--- config.mk ---
export PLATFORM = sky130hd
export DESIGN_NAME = exc_subsystem
export DESIGN_NICKNAME = d
export VERILOG_FILES = /design/src/common/cp0_pkg.sv /design/src/verilog/exc_subsystem.sv /design/src/cp0/cp0_apb_port.sv /design/src/cp0/cp0_reg.sv /design/src/verilog/exc_arbiter.sv
export SDC_FILE = /design/constraint.sdc
export NUM_CORES = 1
export LEC_CHECK = 0
export ABC_CLOCK_PERIOD_IN_PS = 5250
export BUFFER_PORTS_ARGS = -buffer_cell sky130_fd_sc_hd__buf_2
export CORE_MARGIN = 10
export CORE_UTILIZATION = 45
export DETAILED_ROUTE_END_ITERATION = 10
export PLACE_DENSITY = 0.72
export SLEW_MARGIN = 30
export SYNTH_ARGS = -nofsm -noshare
export SYNTH_HDL_FRONTEND = slang
export SYNTH_SLANG_ARGS = --single-unit
export TNS_END_PERCENT = 100
--- constraint.sdc ---
create_clock -name clk -period 5.25 [get_ports clk]
set_input_delay 1.05 -clock clk [delete_from_list [all_inputs] [get_ports clk]]
set_output_delay 1.05 -clock clk [all_outputs]
set_load 0.02 [all_outputs]
--- src/common/cp0_pkg.sv ---
package cp0_pkg;

   // data and address word
   typedef logic [31:0] word_t;

   // cp0 register number, paddr bits 6:2
   typedef logic [4:0] cp0_addr_t;

   typedef logic [4:0] exc_code_t;   // cause ExcCode field

   // commit-stage flags, bit 0 has the highest priority
   typedef logic [6:0] exc_flags_t;

   localparam int FLAG_IF_ADEL = 0;  // fetch address error
   localparam int FLAG_RI      = 1;
   localparam int FLAG_SYS     = 2;
   localparam int FLAG_BP      = 3;
   localparam int FLAG_OV      = 4;
   localparam int FLAG_D_ADEL  = 5;  // load address error
   localparam int FLAG_D_ADES  = 6;  // store address error

   // register numbers
   localparam cp0_addr_t CP0_REG_BADVADDR = 5'd8;
   localparam cp0_addr_t CP0_REG_COUNT    = 5'd9;
   localparam cp0_addr_t CP0_REG_COMPARE  = 5'd11;
   localparam cp0_addr_t CP0_REG_STATUS   = 5'd12;
   localparam cp0_addr_t CP0_REG_CAUSE    = 5'd13;
   localparam cp0_addr_t CP0_REG_EPC      = 5'd14;
   localparam cp0_addr_t CP0_REG_PRID     = 5'd15;
   localparam cp0_addr_t CP0_REG_CONFIG   = 5'd16;

   // status fields
   localparam int IE_BIT  = 0;
   localparam int EXL_BIT = 1;
   localparam int BEV_BIT = 22;
   localparam int IM_LO   = 8;
   localparam int IM_HI   = 15;

   // cause fields
   localparam int BD_BIT  = 31;
   localparam int TI_BIT  = 30;
   localparam int IP_LO   = 8;   // ip1..0 software, ip7..2 hardware
   localparam int IP_HI   = 15;
   localparam int EXC_LO  = 2;
   localparam int EXC_HI  = 6;

   // exception codes
   localparam exc_code_t EXC_INT  = 5'd0;
   localparam exc_code_t EXC_ADEL = 5'd4;
   localparam exc_code_t EXC_ADES = 5'd5;
   localparam exc_code_t EXC_SYS  = 5'd8;
   localparam exc_code_t EXC_BP   = 5'd9;
   localparam exc_code_t EXC_RI   = 5'd10;
   localparam exc_code_t EXC_OV   = 5'd12;

   // reset and fixed values
   localparam word_t STATUS_RESET = 32'h0040_0000;  // bev set
   localparam word_t PRID_VALUE   = 32'h004c_0102;
   localparam word_t CONFIG_VALUE = 32'h0000_8000;

   // writable status bits, im7..0 exl ie
   localparam word_t STATUS_WMASK = 32'h0000_ff03;

   // general exception vector with bev=1
   localparam word_t HANDLER_PC = 32'hbfc0_0380;

endpackage
--- src/verilog/exc_subsystem.sv ---
`timescale 1ns/1ps

module exc_subsystem (
   input  logic                 clk,
   input  logic                 rst,
   input  logic                 commit_valid_i,
   input  cp0_pkg::word_t       commit_pc_i,
   input  logic                 commit_in_delay_slot_i,
   input  cp0_pkg::exc_flags_t  commit_flags_i,
   input  logic                 commit_eret_i,
   input  cp0_pkg::word_t       commit_badvaddr_i,
   input  logic [5:0]           ext_int_i,
   output logic                 flush_o,
   output cp0_pkg::word_t       target_pc_o,
   output logic                 timer_int_o,
   input  logic                 psel_i,
   input  logic                 penable_i,
   input  logic                 pwrite_i,
   input  logic [6:0]           paddr_i,
   input  cp0_pkg::word_t       pwdata_i,
   output cp0_pkg::word_t       prdata_o,
   output logic                 pready_o,
   output logic                 pslverr_o
);
   import cp0_pkg::*;

   logic       exc_take;
   logic       exc_eret;
   exc_code_t  exc_code;
   word_t      exc_badvaddr;
   logic       exc_busy;
   word_t      status;
   word_t      cause;
   word_t      epc;
   logic       cp0_we;
   cp0_addr_t  cp0_addr;   // shared by write and read side
   word_t      cp0_wdata;
   word_t      cp0_rdata;
   logic       cp0_rvalid;

   exc_arbiter exc_arbiter_i (
      .commit_valid_i         (commit_valid_i),
      .commit_pc_i            (commit_pc_i),
      .commit_in_delay_slot_i (commit_in_delay_slot_i),
      .commit_flags_i         (commit_flags_i),
      .commit_eret_i          (commit_eret_i),
      .commit_badvaddr_i      (commit_badvaddr_i),
      .status_i               (status),
      .cause_i                (cause),
      .epc_i                  (epc),
      .exc_take_o             (exc_take),
      .exc_eret_o             (exc_eret),
      .exc_code_o             (exc_code),
      .exc_badvaddr_o         (exc_badvaddr),
      .flush_o                (flush_o),
      .target_pc_o            (target_pc_o),
      .busy_o                 (exc_busy)
   );

   cp0_reg cp0_reg_i (
      .clk                 (clk),
      .rst                 (rst),
      .ext_int_i           (ext_int_i),
      .exc_take_i          (exc_take),
      .exc_eret_i          (exc_eret),
      .exc_code_i          (exc_code),
      .exc_pc_i            (commit_pc_i),
      .exc_in_delay_slot_i (commit_in_delay_slot_i),
      .exc_badvaddr_i      (exc_badvaddr),
      .we_i                (cp0_we),
      .waddr_i             (cp0_addr),
      .wdata_i             (cp0_wdata),
      .raddr_i             (cp0_addr),
      .rdata_o             (cp0_rdata),
      .rvalid_o            (cp0_rvalid),
      .status_o            (status),
      .cause_o             (cause),
      .epc_o               (epc),
      .timer_int_o         (timer_int_o)
   );

   cp0_apb_port cp0_apb_port_i (
      .clk          (clk),
      .rst          (rst),
      .psel_i       (psel_i),
      .penable_i    (penable_i),
      .pwrite_i     (pwrite_i),
      .paddr_i      (paddr_i),
      .pwdata_i     (pwdata_i),
      .prdata_o     (prdata_o),
      .pready_o     (pready_o),
      .pslverr_o    (pslverr_o),
      .exc_busy_i   (exc_busy),
      .cp0_we_o     (cp0_we),
      .cp0_addr_o   (cp0_addr),
      .cp0_wdata_o  (cp0_wdata),
      .cp0_rdata_i  (cp0_rdata),
      .cp0_rvalid_i (cp0_rvalid)
   );

endmodule

--- src/cp0/cp0_apb_port.sv ---
`timescale 1ns/1ps

module cp0_apb_port (
   input  logic                clk,
   input  logic                rst,
   input  logic                psel_i,
   input  logic                penable_i,
   input  logic                pwrite_i,
   input  logic [6:0]          paddr_i,
   input  cp0_pkg::word_t      pwdata_i,
   output cp0_pkg::word_t      prdata_o,
   output logic                pready_o,
   output logic                pslverr_o,
   input  logic                exc_busy_i,
   output logic                cp0_we_o,
   output cp0_pkg::cp0_addr_t  cp0_addr_o,
   output cp0_pkg::word_t      cp0_wdata_o,
   input  cp0_pkg::word_t      cp0_rdata_i,
   input  logic                cp0_rvalid_i
);

   logic access;
   logic err_q;

   assign access     = psel_i & penable_i;
   assign pready_o   = access & ~exc_busy_i;   // wait state during a flush
   assign cp0_addr_o = paddr_i[6:2];
   assign cp0_wdata_o = pwdata_i;

   // one pulse per completed write, unknown registers dropped
   assign cp0_we_o = pready_o & pwrite_i & cp0_rvalid_i;

   assign prdata_o = (pready_o & ~pwrite_i) ? cp0_rdata_i : '0;

   // error decided in setup, address is held until completion
   always_ff @(posedge clk) begin
      if (rst) begin
         err_q <= 1'b0;
      end else if (psel_i && !penable_i) begin
         err_q <= ~cp0_rvalid_i;
      end else if (pready_o) begin
         err_q <= 1'b0;
      end
   end

   assign pslverr_o = pready_o & err_q;

   a_penable_with_psel: assert property (
      @(posedge clk) disable iff (rst) penable_i |-> psel_i)
      else $error("cp0_apb_port: penable without psel");

endmodule

--- src/cp0/cp0_reg.sv ---
`timescale 1ns/1ps

module cp0_reg (
   input  logic                clk,
   input  logic                rst,
   input  logic [5:0]          ext_int_i,
   input  logic                exc_take_i,
   input  logic                exc_eret_i,
   input  cp0_pkg::exc_code_t  exc_code_i,
   input  cp0_pkg::word_t      exc_pc_i,
   input  logic                exc_in_delay_slot_i,
   input  cp0_pkg::word_t      exc_badvaddr_i,
   input  logic                we_i,
   input  cp0_pkg::cp0_addr_t  waddr_i,
   input  cp0_pkg::word_t      wdata_i,
   input  cp0_pkg::cp0_addr_t  raddr_i,
   output cp0_pkg::word_t      rdata_o,
   output logic                rvalid_o,
   output cp0_pkg::word_t      status_o,
   output cp0_pkg::word_t      cause_o,
   output cp0_pkg::word_t      epc_o,
   output logic                timer_int_o
);
   import cp0_pkg::*;

   logic [32:0] count_q;   // lsb is the divide-by-two prescaler
   word_t       count;
   word_t       compare_q;
   word_t       status_q;
   word_t       epc_q;
   word_t       badvaddr_q;
   logic        bd_q;
   logic        timer_int_q;
   logic [1:0]  ip_sw_q;
   logic [5:0]  ip_hw_q;
   exc_code_t   exc_code_q;
   logic        addr_exc;

   assign count    = count_q[32:1];
   assign addr_exc = (exc_code_i == EXC_ADEL) || (exc_code_i == EXC_ADES);

   always_ff @(posedge clk) begin
      if (rst) begin
         count_q     <= '0;
         compare_q   <= '0;
         status_q    <= STATUS_RESET;
         epc_q       <= '0;
         bd_q        <= 1'b0;
         timer_int_q <= 1'b0;
         ip_sw_q     <= '0;
         ip_hw_q     <= '0;
         exc_code_q  <= EXC_INT;
      end else begin
         count_q <= count_q + 33'd1;
         // ip7 shares its line with the timer
         ip_hw_q <= {ext_int_i[5] | timer_int_q, ext_int_i[4:0]};
         if (compare_q != '0 && count == compare_q) begin
            timer_int_q <= 1'b1;
         end

         if (exc_take_i) begin
            status_q[EXL_BIT] <= 1'b1;
            exc_code_q        <= exc_code_i;
            // nested exception keeps the first epc
            if (!status_q[EXL_BIT]) begin
               epc_q <= exc_in_delay_slot_i ? exc_pc_i - 32'd4 : exc_pc_i;
               bd_q  <= exc_in_delay_slot_i;
            end
         end else if (exc_eret_i) begin
            status_q[EXL_BIT] <= 1'b0;
         end else if (we_i) begin
            case (waddr_i)
               CP0_REG_COUNT: count_q <= {wdata_i, 1'b0};
               CP0_REG_COMPARE: begin
                  compare_q   <= wdata_i;
                  timer_int_q <= 1'b0;   // acknowledge
               end
               CP0_REG_STATUS:
                  status_q <= (status_q & ~STATUS_WMASK) | (wdata_i & STATUS_WMASK);
               CP0_REG_CAUSE: ip_sw_q <= wdata_i[IP_LO+1:IP_LO];
               CP0_REG_EPC: epc_q <= wdata_i;
               default: ;   // read-only or not implemented
            endcase
         end
      end
   end

   always_ff @(posedge clk) begin
      if (exc_take_i && addr_exc) begin
         badvaddr_q <= exc_badvaddr_i;
      end
   end

   assign status_o = status_q | (word_t'(1) << BEV_BIT);   // bev hard-wired
   assign epc_o    = epc_q;
   assign timer_int_o = timer_int_q;

   always_comb begin
      cause_o                     = '0;
      cause_o[BD_BIT]             = bd_q;
      cause_o[TI_BIT]             = timer_int_q;
      cause_o[IP_HI:IP_LO+2]      = ip_hw_q;
      cause_o[IP_LO+1:IP_LO]      = ip_sw_q;
      cause_o[EXC_HI:EXC_LO]      = exc_code_q;
   end

   // mfc0 path
   always_comb begin
      rdata_o  = '0;
      rvalid_o = 1'b1;
      case (raddr_i)
         CP0_REG_BADVADDR: rdata_o = badvaddr_q;
         CP0_REG_COUNT:    rdata_o = count;
         CP0_REG_COMPARE:  rdata_o = compare_q;
         CP0_REG_STATUS:   rdata_o = status_o;
         CP0_REG_CAUSE:    rdata_o = cause_o;
         CP0_REG_EPC:      rdata_o = epc_q;
         CP0_REG_PRID:     rdata_o = PRID_VALUE;
         CP0_REG_CONFIG:   rdata_o = CONFIG_VALUE;
         default:          rvalid_o = 1'b0;
      endcase
   end

   // apb back-pressure must keep writes away from exception recording
   a_no_write_on_exc: assert property (
      @(posedge clk) disable iff (rst) !(we_i && (exc_take_i || exc_eret_i)))
      else $error("cp0_reg: write to reg %0d collides with exception commit", waddr_i);

endmodule

--- src/verilog/exc_arbiter.sv ---
`timescale 1ns/1ps

module exc_arbiter (
   input  logic                 commit_valid_i,
   input  cp0_pkg::word_t       commit_pc_i,
   input  logic                 commit_in_delay_slot_i,
   input  cp0_pkg::exc_flags_t  commit_flags_i,
   input  logic                 commit_eret_i,
   input  cp0_pkg::word_t       commit_badvaddr_i,
   input  cp0_pkg::word_t       status_i,
   input  cp0_pkg::word_t       cause_i,
   input  cp0_pkg::word_t       epc_i,
   output logic                 exc_take_o,
   output logic                 exc_eret_o,
   output cp0_pkg::exc_code_t   exc_code_o,
   output cp0_pkg::word_t       exc_badvaddr_o,
   output logic                 flush_o,
   output cp0_pkg::word_t       target_pc_o,
   output logic                 busy_o
);
   import cp0_pkg::*;

   logic [7:0] int_vec;
   logic       int_pending;

   assign int_vec     = cause_i[IP_HI:IP_LO] & status_i[IM_HI:IM_LO];
   assign int_pending = status_i[IE_BIT] & ~status_i[EXL_BIT] & (|int_vec);

   // interrupt first, then flags in bit order
   always_comb begin
      exc_take_o     = 1'b0;
      exc_code_o     = EXC_INT;
      exc_badvaddr_o = commit_badvaddr_i;
      if (commit_valid_i) begin
         exc_take_o = 1'b1;
         if (int_pending) begin
            exc_code_o = EXC_INT;
         end else if (commit_flags_i[FLAG_IF_ADEL]) begin
            exc_code_o     = EXC_ADEL;
            exc_badvaddr_o = commit_pc_i;   // fetch fault reports the pc
         end else if (commit_flags_i[FLAG_RI]) begin
            exc_code_o = EXC_RI;
         end else if (commit_flags_i[FLAG_SYS]) begin
            exc_code_o = EXC_SYS;
         end else if (commit_flags_i[FLAG_BP]) begin
            exc_code_o = EXC_BP;
         end else if (commit_flags_i[FLAG_OV]) begin
            exc_code_o = EXC_OV;
         end else if (commit_flags_i[FLAG_D_ADEL]) begin
            exc_code_o = EXC_ADEL;
         end else if (commit_flags_i[FLAG_D_ADES]) begin
            exc_code_o = EXC_ADES;
         end else begin
            exc_take_o = 1'b0;
         end
      end
   end

   // eret only wins when nothing else is taken
   assign exc_eret_o = commit_valid_i & commit_eret_i & ~exc_take_o;

   assign flush_o     = exc_take_o | exc_eret_o;
   assign target_pc_o = exc_eret_o ? epc_i : HANDLER_PC;
   assign busy_o      = flush_o;   // holds off mtc0 writes this cycle

endmodule

==> Word-level counts from Yosys, hierarchy flattened <==
Index checks and enable logic that the tools add are counted.
W data, S select, Z words.
{ "totals": {"output_inout_bits": 68, "wordCells": 112, "reg_bits": 177, "in_bits": 124} }
{ "classes": {"muxes": 46, "n_eq_ne": 13, "reduce_logical": 19, "add_sub_neg": 2, "n_bitwise": 20} }
{ "ops": {"columns": ["cell", "n"], "rows": [
  ["$mux W32", 11],
  ["$pmux W32 S8", 1],
  ["$mux W33", 4],
  ["$mux W5", 8],
  ["$eq A5 B4 Y1 const B", 7],
  ["$add A33 B1 Y33 const B", 1],
  ["$eq A32 B32 Y1", 1],
  ["$or A32 B16 Y32", 1],
  ["$reduce_bool A32 Y1", 1],
  ["$sub A32 B3 Y32 const B", 1],
  ["$mux W1", 19],
  ["$reduce_and A4 Y1", 4],
  ["$reduce_or A8 Y1", 2],
  ["$and A1 B1 Y1", 10],
  ["$eq A5 B3 Y1 const B", 2],
  ["$and A8 B8 Y8", 1],
  ["$not A1 Y1", 6],
  ["$reduce_bool A2 Y1", 3],
  ["$reduce_bool A3 Y1", 2],
  ["$eq A5 B5 Y1 const B", 1],
  ["$mux W2", 2],
  ["$reduce_and A2 Y1", 2],
  ["$logic_and A1 B1 Y1", 3],
  ["$mux W3", 1],
  ["5 further kinds", 6]
]} }

==> Logic depth before layout (Yosys ltp) <==
{ "logic_depth": {"ltp_word": 19, "ltp_mapped": 9} }

==> Cells and area by module <==
A second synthesis with hierarchy kept.
{ "hier_totals": {"hier_cells": 1356, "hier_area_um2": 10837.9} }
{ "modules_own_cells": {"columns": ["mod", "seq_area_each_um2", "cells_per_inst", "area_per_inst_um2", "n_inst"], "rows": [
  ["cp0_reg", 3403.3, 1006, 8503.2, 1],
  ["exc_arbiter", 0.0, 269, 1721.7, 1],
  ["cp0_apb_port", 20.0, 81, 613.1, 1]
]} }

==> Worst setup path before layout <==
No wires, ideal clock.
{ "synth_path": {"path_type": "in2out", "startpoint": "in commit_flags_i[3]", "endpoint": "out prdata_o[22]", "t_arrival_ns": 3.029, "stages": 8, "path_slack_ns": 1.171, "path_cell_list": "nor3_1 > nand2_2 > o31ai_4 > inv_4 > or4_4 > buf_6 > buf_6 > a21oi_1"} }
{ "synth_between": {"elab_chain_len": 13} }
{ "synth_rtl": {"columns": ["item", "line", "text"], "rows": [
  ["from (decl)", "exc_subsystem.sv:9", "input cp0_pkg::exc_flags_t commit_flags_i,"],
  ["$mux W1 *", "exc_arbiter.sv:45", "end else if (commit_flags_i[FLAG_BP]) begin"],
  ["$mux W1 *", "exc_arbiter.sv:43", "end else if (commit_flags_i[FLAG_SYS]) begin"],
  ["$mux W1 *", "exc_arbiter.sv:41", "end else if (commit_flags_i[FLAG_RI]) begin"],
  ["$mux W1 *", "exc_arbiter.sv:38", "end else if (commit_flags_i[FLAG_IF_ADEL]) begin"],
  ["$mux W1 *", "exc_arbiter.sv:36", "if (int_pending) begin"],
  ["$mux W1 *", "exc_arbiter.sv:34", "if (commit_valid_i) begin"],
  ["$not A1 Y1 (no source line)", null, null],
  ["$and A1 B1 Y1", "exc_arbiter.sv:60", "assign exc_eret_o = commit_valid_i & commit_eret_i & ~exc_take_o;"],
  ["$or A1 B1 Y1 *", "exc_arbiter.sv:62", "assign flush_o = exc_take_o | exc_eret_o;"],
  ["via flush_o", "exc_subsystem.sv:13", "output logic flush_o,"],
  ["$not A1 Y1 *", "cp0_apb_port.sv:26", "assign pready_o = access & ~exc_busy_i;"],
  ["$and A1 B1 Y1 *", "cp0_apb_port.sv:26", null],
  ["$and A1 B1 Y1 *", "cp0_apb_port.sv:33", "assign prdata_o = (pready_o & ~pwrite_i) ? cp0_rdata_i : '0;"],
  ["$mux W32 *", "cp0_apb_port.sv:33", null],
  ["to (decl)", "exc_subsystem.sv:21", "output cp0_pkg::word_t prdata_o,"]
]} }
The timed path passes the listed nets; every way through them passes the cells marked *.

==> Final worst setup path <==
{ "layout_path": {"startpoint": "in commit_flags_i[3]", "endpoint": "out prdata_o[16]"} }
{ "layout_between": {"elab_chain_len": 13} }
{ "layout_rtl": {"columns": ["item", "line"], "rows": [
  ["$mux W1 *", "exc_arbiter.sv:45"],
  ["$mux W1 *", "exc_arbiter.sv:43"],
  ["$mux W1 *", "exc_arbiter.sv:41"],
  ["$mux W1 *", "exc_arbiter.sv:38"],
  ["$mux W1 *", "exc_arbiter.sv:36"],
  ["$mux W1 *", "exc_arbiter.sv:34"],
  ["$not A1 Y1 (no source line)", null],
  ["$and A1 B1 Y1", "exc_arbiter.sv:60"],
  ["$or A1 B1 Y1 *", "exc_arbiter.sv:62"],
  ["$not A1 Y1 *", "cp0_apb_port.sv:26"],
  ["$and A1 B1 Y1 *", "cp0_apb_port.sv:26"],
  ["$and A1 B1 Y1 *", "cp0_apb_port.sv:33"],
  ["$mux W32 *", "cp0_apb_port.sv:33"]
]} }
Every way passes the cells marked *; elsewhere a longest branch is shown, timed or not.

==> metrics list <==
- Standard cell area after detailed placement: 10,200 sq um
* TritonRoute pass-1 iters: 6
* Number of non-filler instances in the completed layout: 1,478
- Of all nets on the critical path, the largest fanout is 32.
- Buffer levels on the longest clock path: 2
- Setup ws final: 0.630 ns
- On the critical path the largest part of the delay comes from simple AND/OR/NAND/NOR gates.
- The worst hold path belongs to the class reg2reg.
* Endpoints failing setup: 0
- The design draws 2.92 mW.
* Drt total wl: 34,500 um
- The finished cells cover 10,800 sq um.
- Synthesis instantiated 66 different standard cells from the library.
- Hold bufs inserted after CTS: 0
- Yosys mapped a number of flops with a built-in enable equal to 32.
- Die Footprint: 26,200 sq um
* Data arrival time at the worst-slack endpoint: 3.57 ns
- Critical setup path kind: in2out
- Once the clock tree was built, the setup fixing pass inserted 0 buffers.
* Max Cap Viol: 0
- Clock sinks: 154
* TritonCTS clock tree: built
* GRT Util Overall: 25.4%
* Global-route wire length before repair: 51,800 um
* Post-Synthesis Cells: 1,055
- The worst-case IR drop observed on VDD is 0.199 mV.
- Mapped cell area: 9070 sq um
- After detailed routing, the average wire length per cell comes to 23.3 um.
* Final period utilization: 88.0%
- The critical path goes through buf_2 -> nor3_1 -> nand2_2 -> o31ai_4 -> inv_4 -> or4_4 -> a21oi_1 -> buf_2.
* Fraction of final layout cells with drive strength greater than 1: 25.1%
* Dpl cells: 1,445
- For this block, the via count after detailed routing is 8,990.
- Final GP Congestion: 1.01
* Initial antenna violation count: 1
- Launching element type of the critical path: input pin
- The number of nets in the synthesized netlist is 1,181.
- Yosys printed 0 warnings.
- The largest single stage delay on the critical path is 0.81 ns.
- From bottom edge to top edge, the die measures 162 um.
- After synthesis, flip-flops and latches occupy 37.5% of the total area.
* Buffering stage count on the worst path with inverters included: 3
* Clk root buf: sky130_fd_sc_hd__clkbuf_16
- On the final layout, the worst hold slack is 0.461 ns.
- Top cell type by total area after synthesis: sky130_fd_sc_hd__dfxtp_1
* Vias in the first global route: 8,639
* Final slew viol count: 0
- Using the TritonRoute via totals, the vias-per-cell ratio works out to 6.08.
- By area the synthesized netlist is led by sky130_fd_sc_hd__dfxtp_1 27%, sky130_fd_sc_hd__edfxtp_1 11%, sky130_fd_sc_hd__xor2_1 5.7%.
- Transition at the pin with the smallest max-transition slack: 0.861 ns
- Commonest non-fill, non-tap cell in the layout: sky130_fd_sc_hd__buf_2
- Count of buffers inserted at the top-level ports: 189
- The number of endpoints with negative hold slack in the final report is 0.
- After clock tree synthesis, the clock-pin slew on the worst setup and hold paths is 0.06 ns.
- Timing would allow up to 216 MHz.
- Data required time of the worst path: 4.20 ns
* Status: completed
- Timing analysis after detailed placement gives a worst setup slack of 0.699 ns.
- # resized after CTS: 0
* Drt initial violations: 1,099
- Counting flops and latches in the post-synthesis netlist gives 154.
- Max stage delay cell, worst path: sky130_fd_sc_hd__or4_4
- DRT antenna net count: 0
- Overall die width: 162 um
- For this design the ratio of total power to cell area is 270 nW/um^2.
- Total leakage power: 3.99 nW
- Standard-cell rows: 51
- For the worst-skew pair, the clock arrives at the later sink with an insertion delay of 0.43 ns.
- In the routed design, unresolved DRC markers number 0.
- Core Box Area: 19,700 sq um
* Minimum period implied by the final worst setup slack: 4.62 ns
- I/O pin count: 192
- The final layout contains 1,326 nets.
- Placed wire-length estimate: 26,100 um
- Mean post-synth cell area: 8.60 sq um
- CTS buffer count: 17
- Entering global routing, the biggest net connects 79 pins.
* Proportion of netlist area held by the largest area contributor: 26.9%
- Of all flip-flops after synthesis, the portion carrying an async set or reset was 0%.
- Slew Limit Headroom: 42.2%
- Post-route clock skew: 0.00650 ns
- Prevailing post-synth register cell: sky130_fd_sc_hd__dfxtp_1
* Post-Route Utilization: 55.0%
- Accumulated negative setup slack: 0 ns
- Most common cell on crit path: sky130_fd_sc_hd__buf_2
- For this run the aggregate overflow at the end of global routing stands at 0.
- Once the floorplan was initialized, standard cells occupied 46.1% of the core.
- The library cells used most frequently in the layout, excluding fill and tap cells, are 188 x sky130_fd_sc_hd__buf_2, 136 x sky130_fd_sc_hd__nand2_1, 122 x sky130_fd_sc_hd__dfxtp_1.
* Unrepaired setup endpoints after global routing: no
- Critical Path Sink Type: output port
- Number of fill cells in the layout: 1,899
* H-tree lvl count: 4
- From synthesis to final layout, the design area changed by 19.2%.
## state kept, by name, indices dropped and copies added, names as in the netlist
signal and cells:
cp0_apb_port_i.err_q 1, cp0_reg_i.badvaddr_q 32, cp0_reg_i.ip_hw_q 6, cp0_reg_i.status_q 10
cp0_reg_i.ip_sw_q 2, cp0_reg_i.timer_int_o 1, cp0_reg_i.count_q 33, cp0_reg_i.compare_q 32
cp0_reg_i.epc_o 32, cp0_reg_i.bd_q 1, cp0_reg_i.exc_code_q 4
## metal layers
layer	track usage, %	vias up	share of wire [%]
li1	-	4128	-
met1	34.5	4272	42
met2	37.2	523	44
met3	7.03	67	11
met4	10.3	0	3.1
met5	0	-	0
## worst paths after layout
kind | from | endpoint | slack [ns] | depth (start not counted)
min | cp0_reg_i.exc_code_q[3] | cp0_reg_i.exc_code_q[3] | 0.46 | 2
min reg2reg | cp0_reg_i.exc_code_q[3] | cp0_reg_i.exc_code_q[3] | 0.46 | 2
max reg2reg | cp0_reg_i.status_q[1] | cp0_reg_i.badvaddr_q[18] | 2.25 | 5
max | commit_flags_i[3] | prdata_o[16] | 0.63 | 8
## Yosys cell counts (5+ instances only)
cell	count
sky130_fd_sc_hd__nand2_1	136
sky130_fd_sc_hd__a211oi_1	32
sky130_fd_sc_hd__edfxtp_1	32
sky130_fd_sc_hd__nor3_1	21
sky130_fd_sc_hd__buf_2	12
sky130_fd_sc_hd__a31oi_4	8
sky130_fd_sc_hd__nand3_1	25
sky130_fd_sc_hd__a211o_1	16
sky130_fd_sc_hd__nor2_1	106
sky130_fd_sc_hd__nand2b_1	5
sky130_fd_sc_hd__mux2i_1	12
sky130_fd_sc_hd__xnor2_1	32
sky130_fd_sc_hd__nand4_1	16
sky130_fd_sc_hd__buf_1	6
sky130_fd_sc_hd__xor2_1	59
sky130_fd_sc_hd__mux2_2	31
sky130_fd_sc_hd__or3_1	16
sky130_fd_sc_hd__nor4_1	29
sky130_fd_sc_hd__a222oi_1	9
sky130_fd_sc_hd__clkbuf_1	58
sky130_fd_sc_hd__nor2b_1	6
sky130_fd_sc_hd__dfxtp_1	122
sky130_fd_sc_hd__buf_6	5
sky130_fd_sc_hd__a21oi_1	86
sky130_fd_sc_hd__inv_1	11
sky130_fd_sc_hd__and2_1	23
sky130_fd_sc_hd__o211ai_1	12
sky130_fd_sc_hd__a22oi_1	62
## worst reg2reg max path, stage by stage, from the launching register on
cell	delay, ns
sky130_fd_sc_hd__dfxtp_1	0.41
sky130_fd_sc_hd__nand2b_1	0.20
sky130_fd_sc_hd__a41oi_2	0.35
sky130_fd_sc_hd__nand2b_1	0.62
sky130_fd_sc_hd__or2_2	0.74
sky130_fd_sc_hd__mux2_2	0.45
## report_power, final
part | switching [mW] | leakage [nW] | internal [mW] | total, mW
combinational | 0.177 | 2.38 | 0.110 | 0.287
clock | 0.487 | 0.309 | 0.847 | 1.33
sequential | 0.0445 | 1.29 | 1.26 | 1.30
## kinds of logic (layout without fill, tap and decap cells)
| kind of cell | after synthesis | after routing | share of synthesized area (%) |
|---|---|---|---|
| buffers and inverters | 93 | 250 | 4.46 |
| adder cells (fa/ha/maj) | 2 | 2 | 0.276 |
| other | 0 | 1 | 0 |
| XOR/XNOR | 91 | 91 | 8.79 |
| AO/OA/AOI/OAI | 260 | 260 | 21.6 |
| AND/OR/NAND/NOR | 412 | 412 | 22.2 |
| multiplexers | 43 | 43 | 5.17 |
| flip-flops | 154 | 154 | 37.5 |
## cell type report
| class | instances | area (sq um) | area share (%) |
|---|---|---|---|
| multi-input cells | 808 | 5290 | 49.0 |
| flip-flops and latches | 154 | 3400 | 31.5 |
| repair buffers | 207 | 1100 | 10.2 |
| clock buffers | 24 | 493 | 4.56 |
| well taps | 265 | 332 | 3.07 |
| clock inverters | 7 | 139 | 1.28 |
| inverters | 12 | 47.5 | 0.440 |
| diodes | 1 | 2.50 | 0.0231 |
No activity file was read; power rests on OpenSTA's default activity.
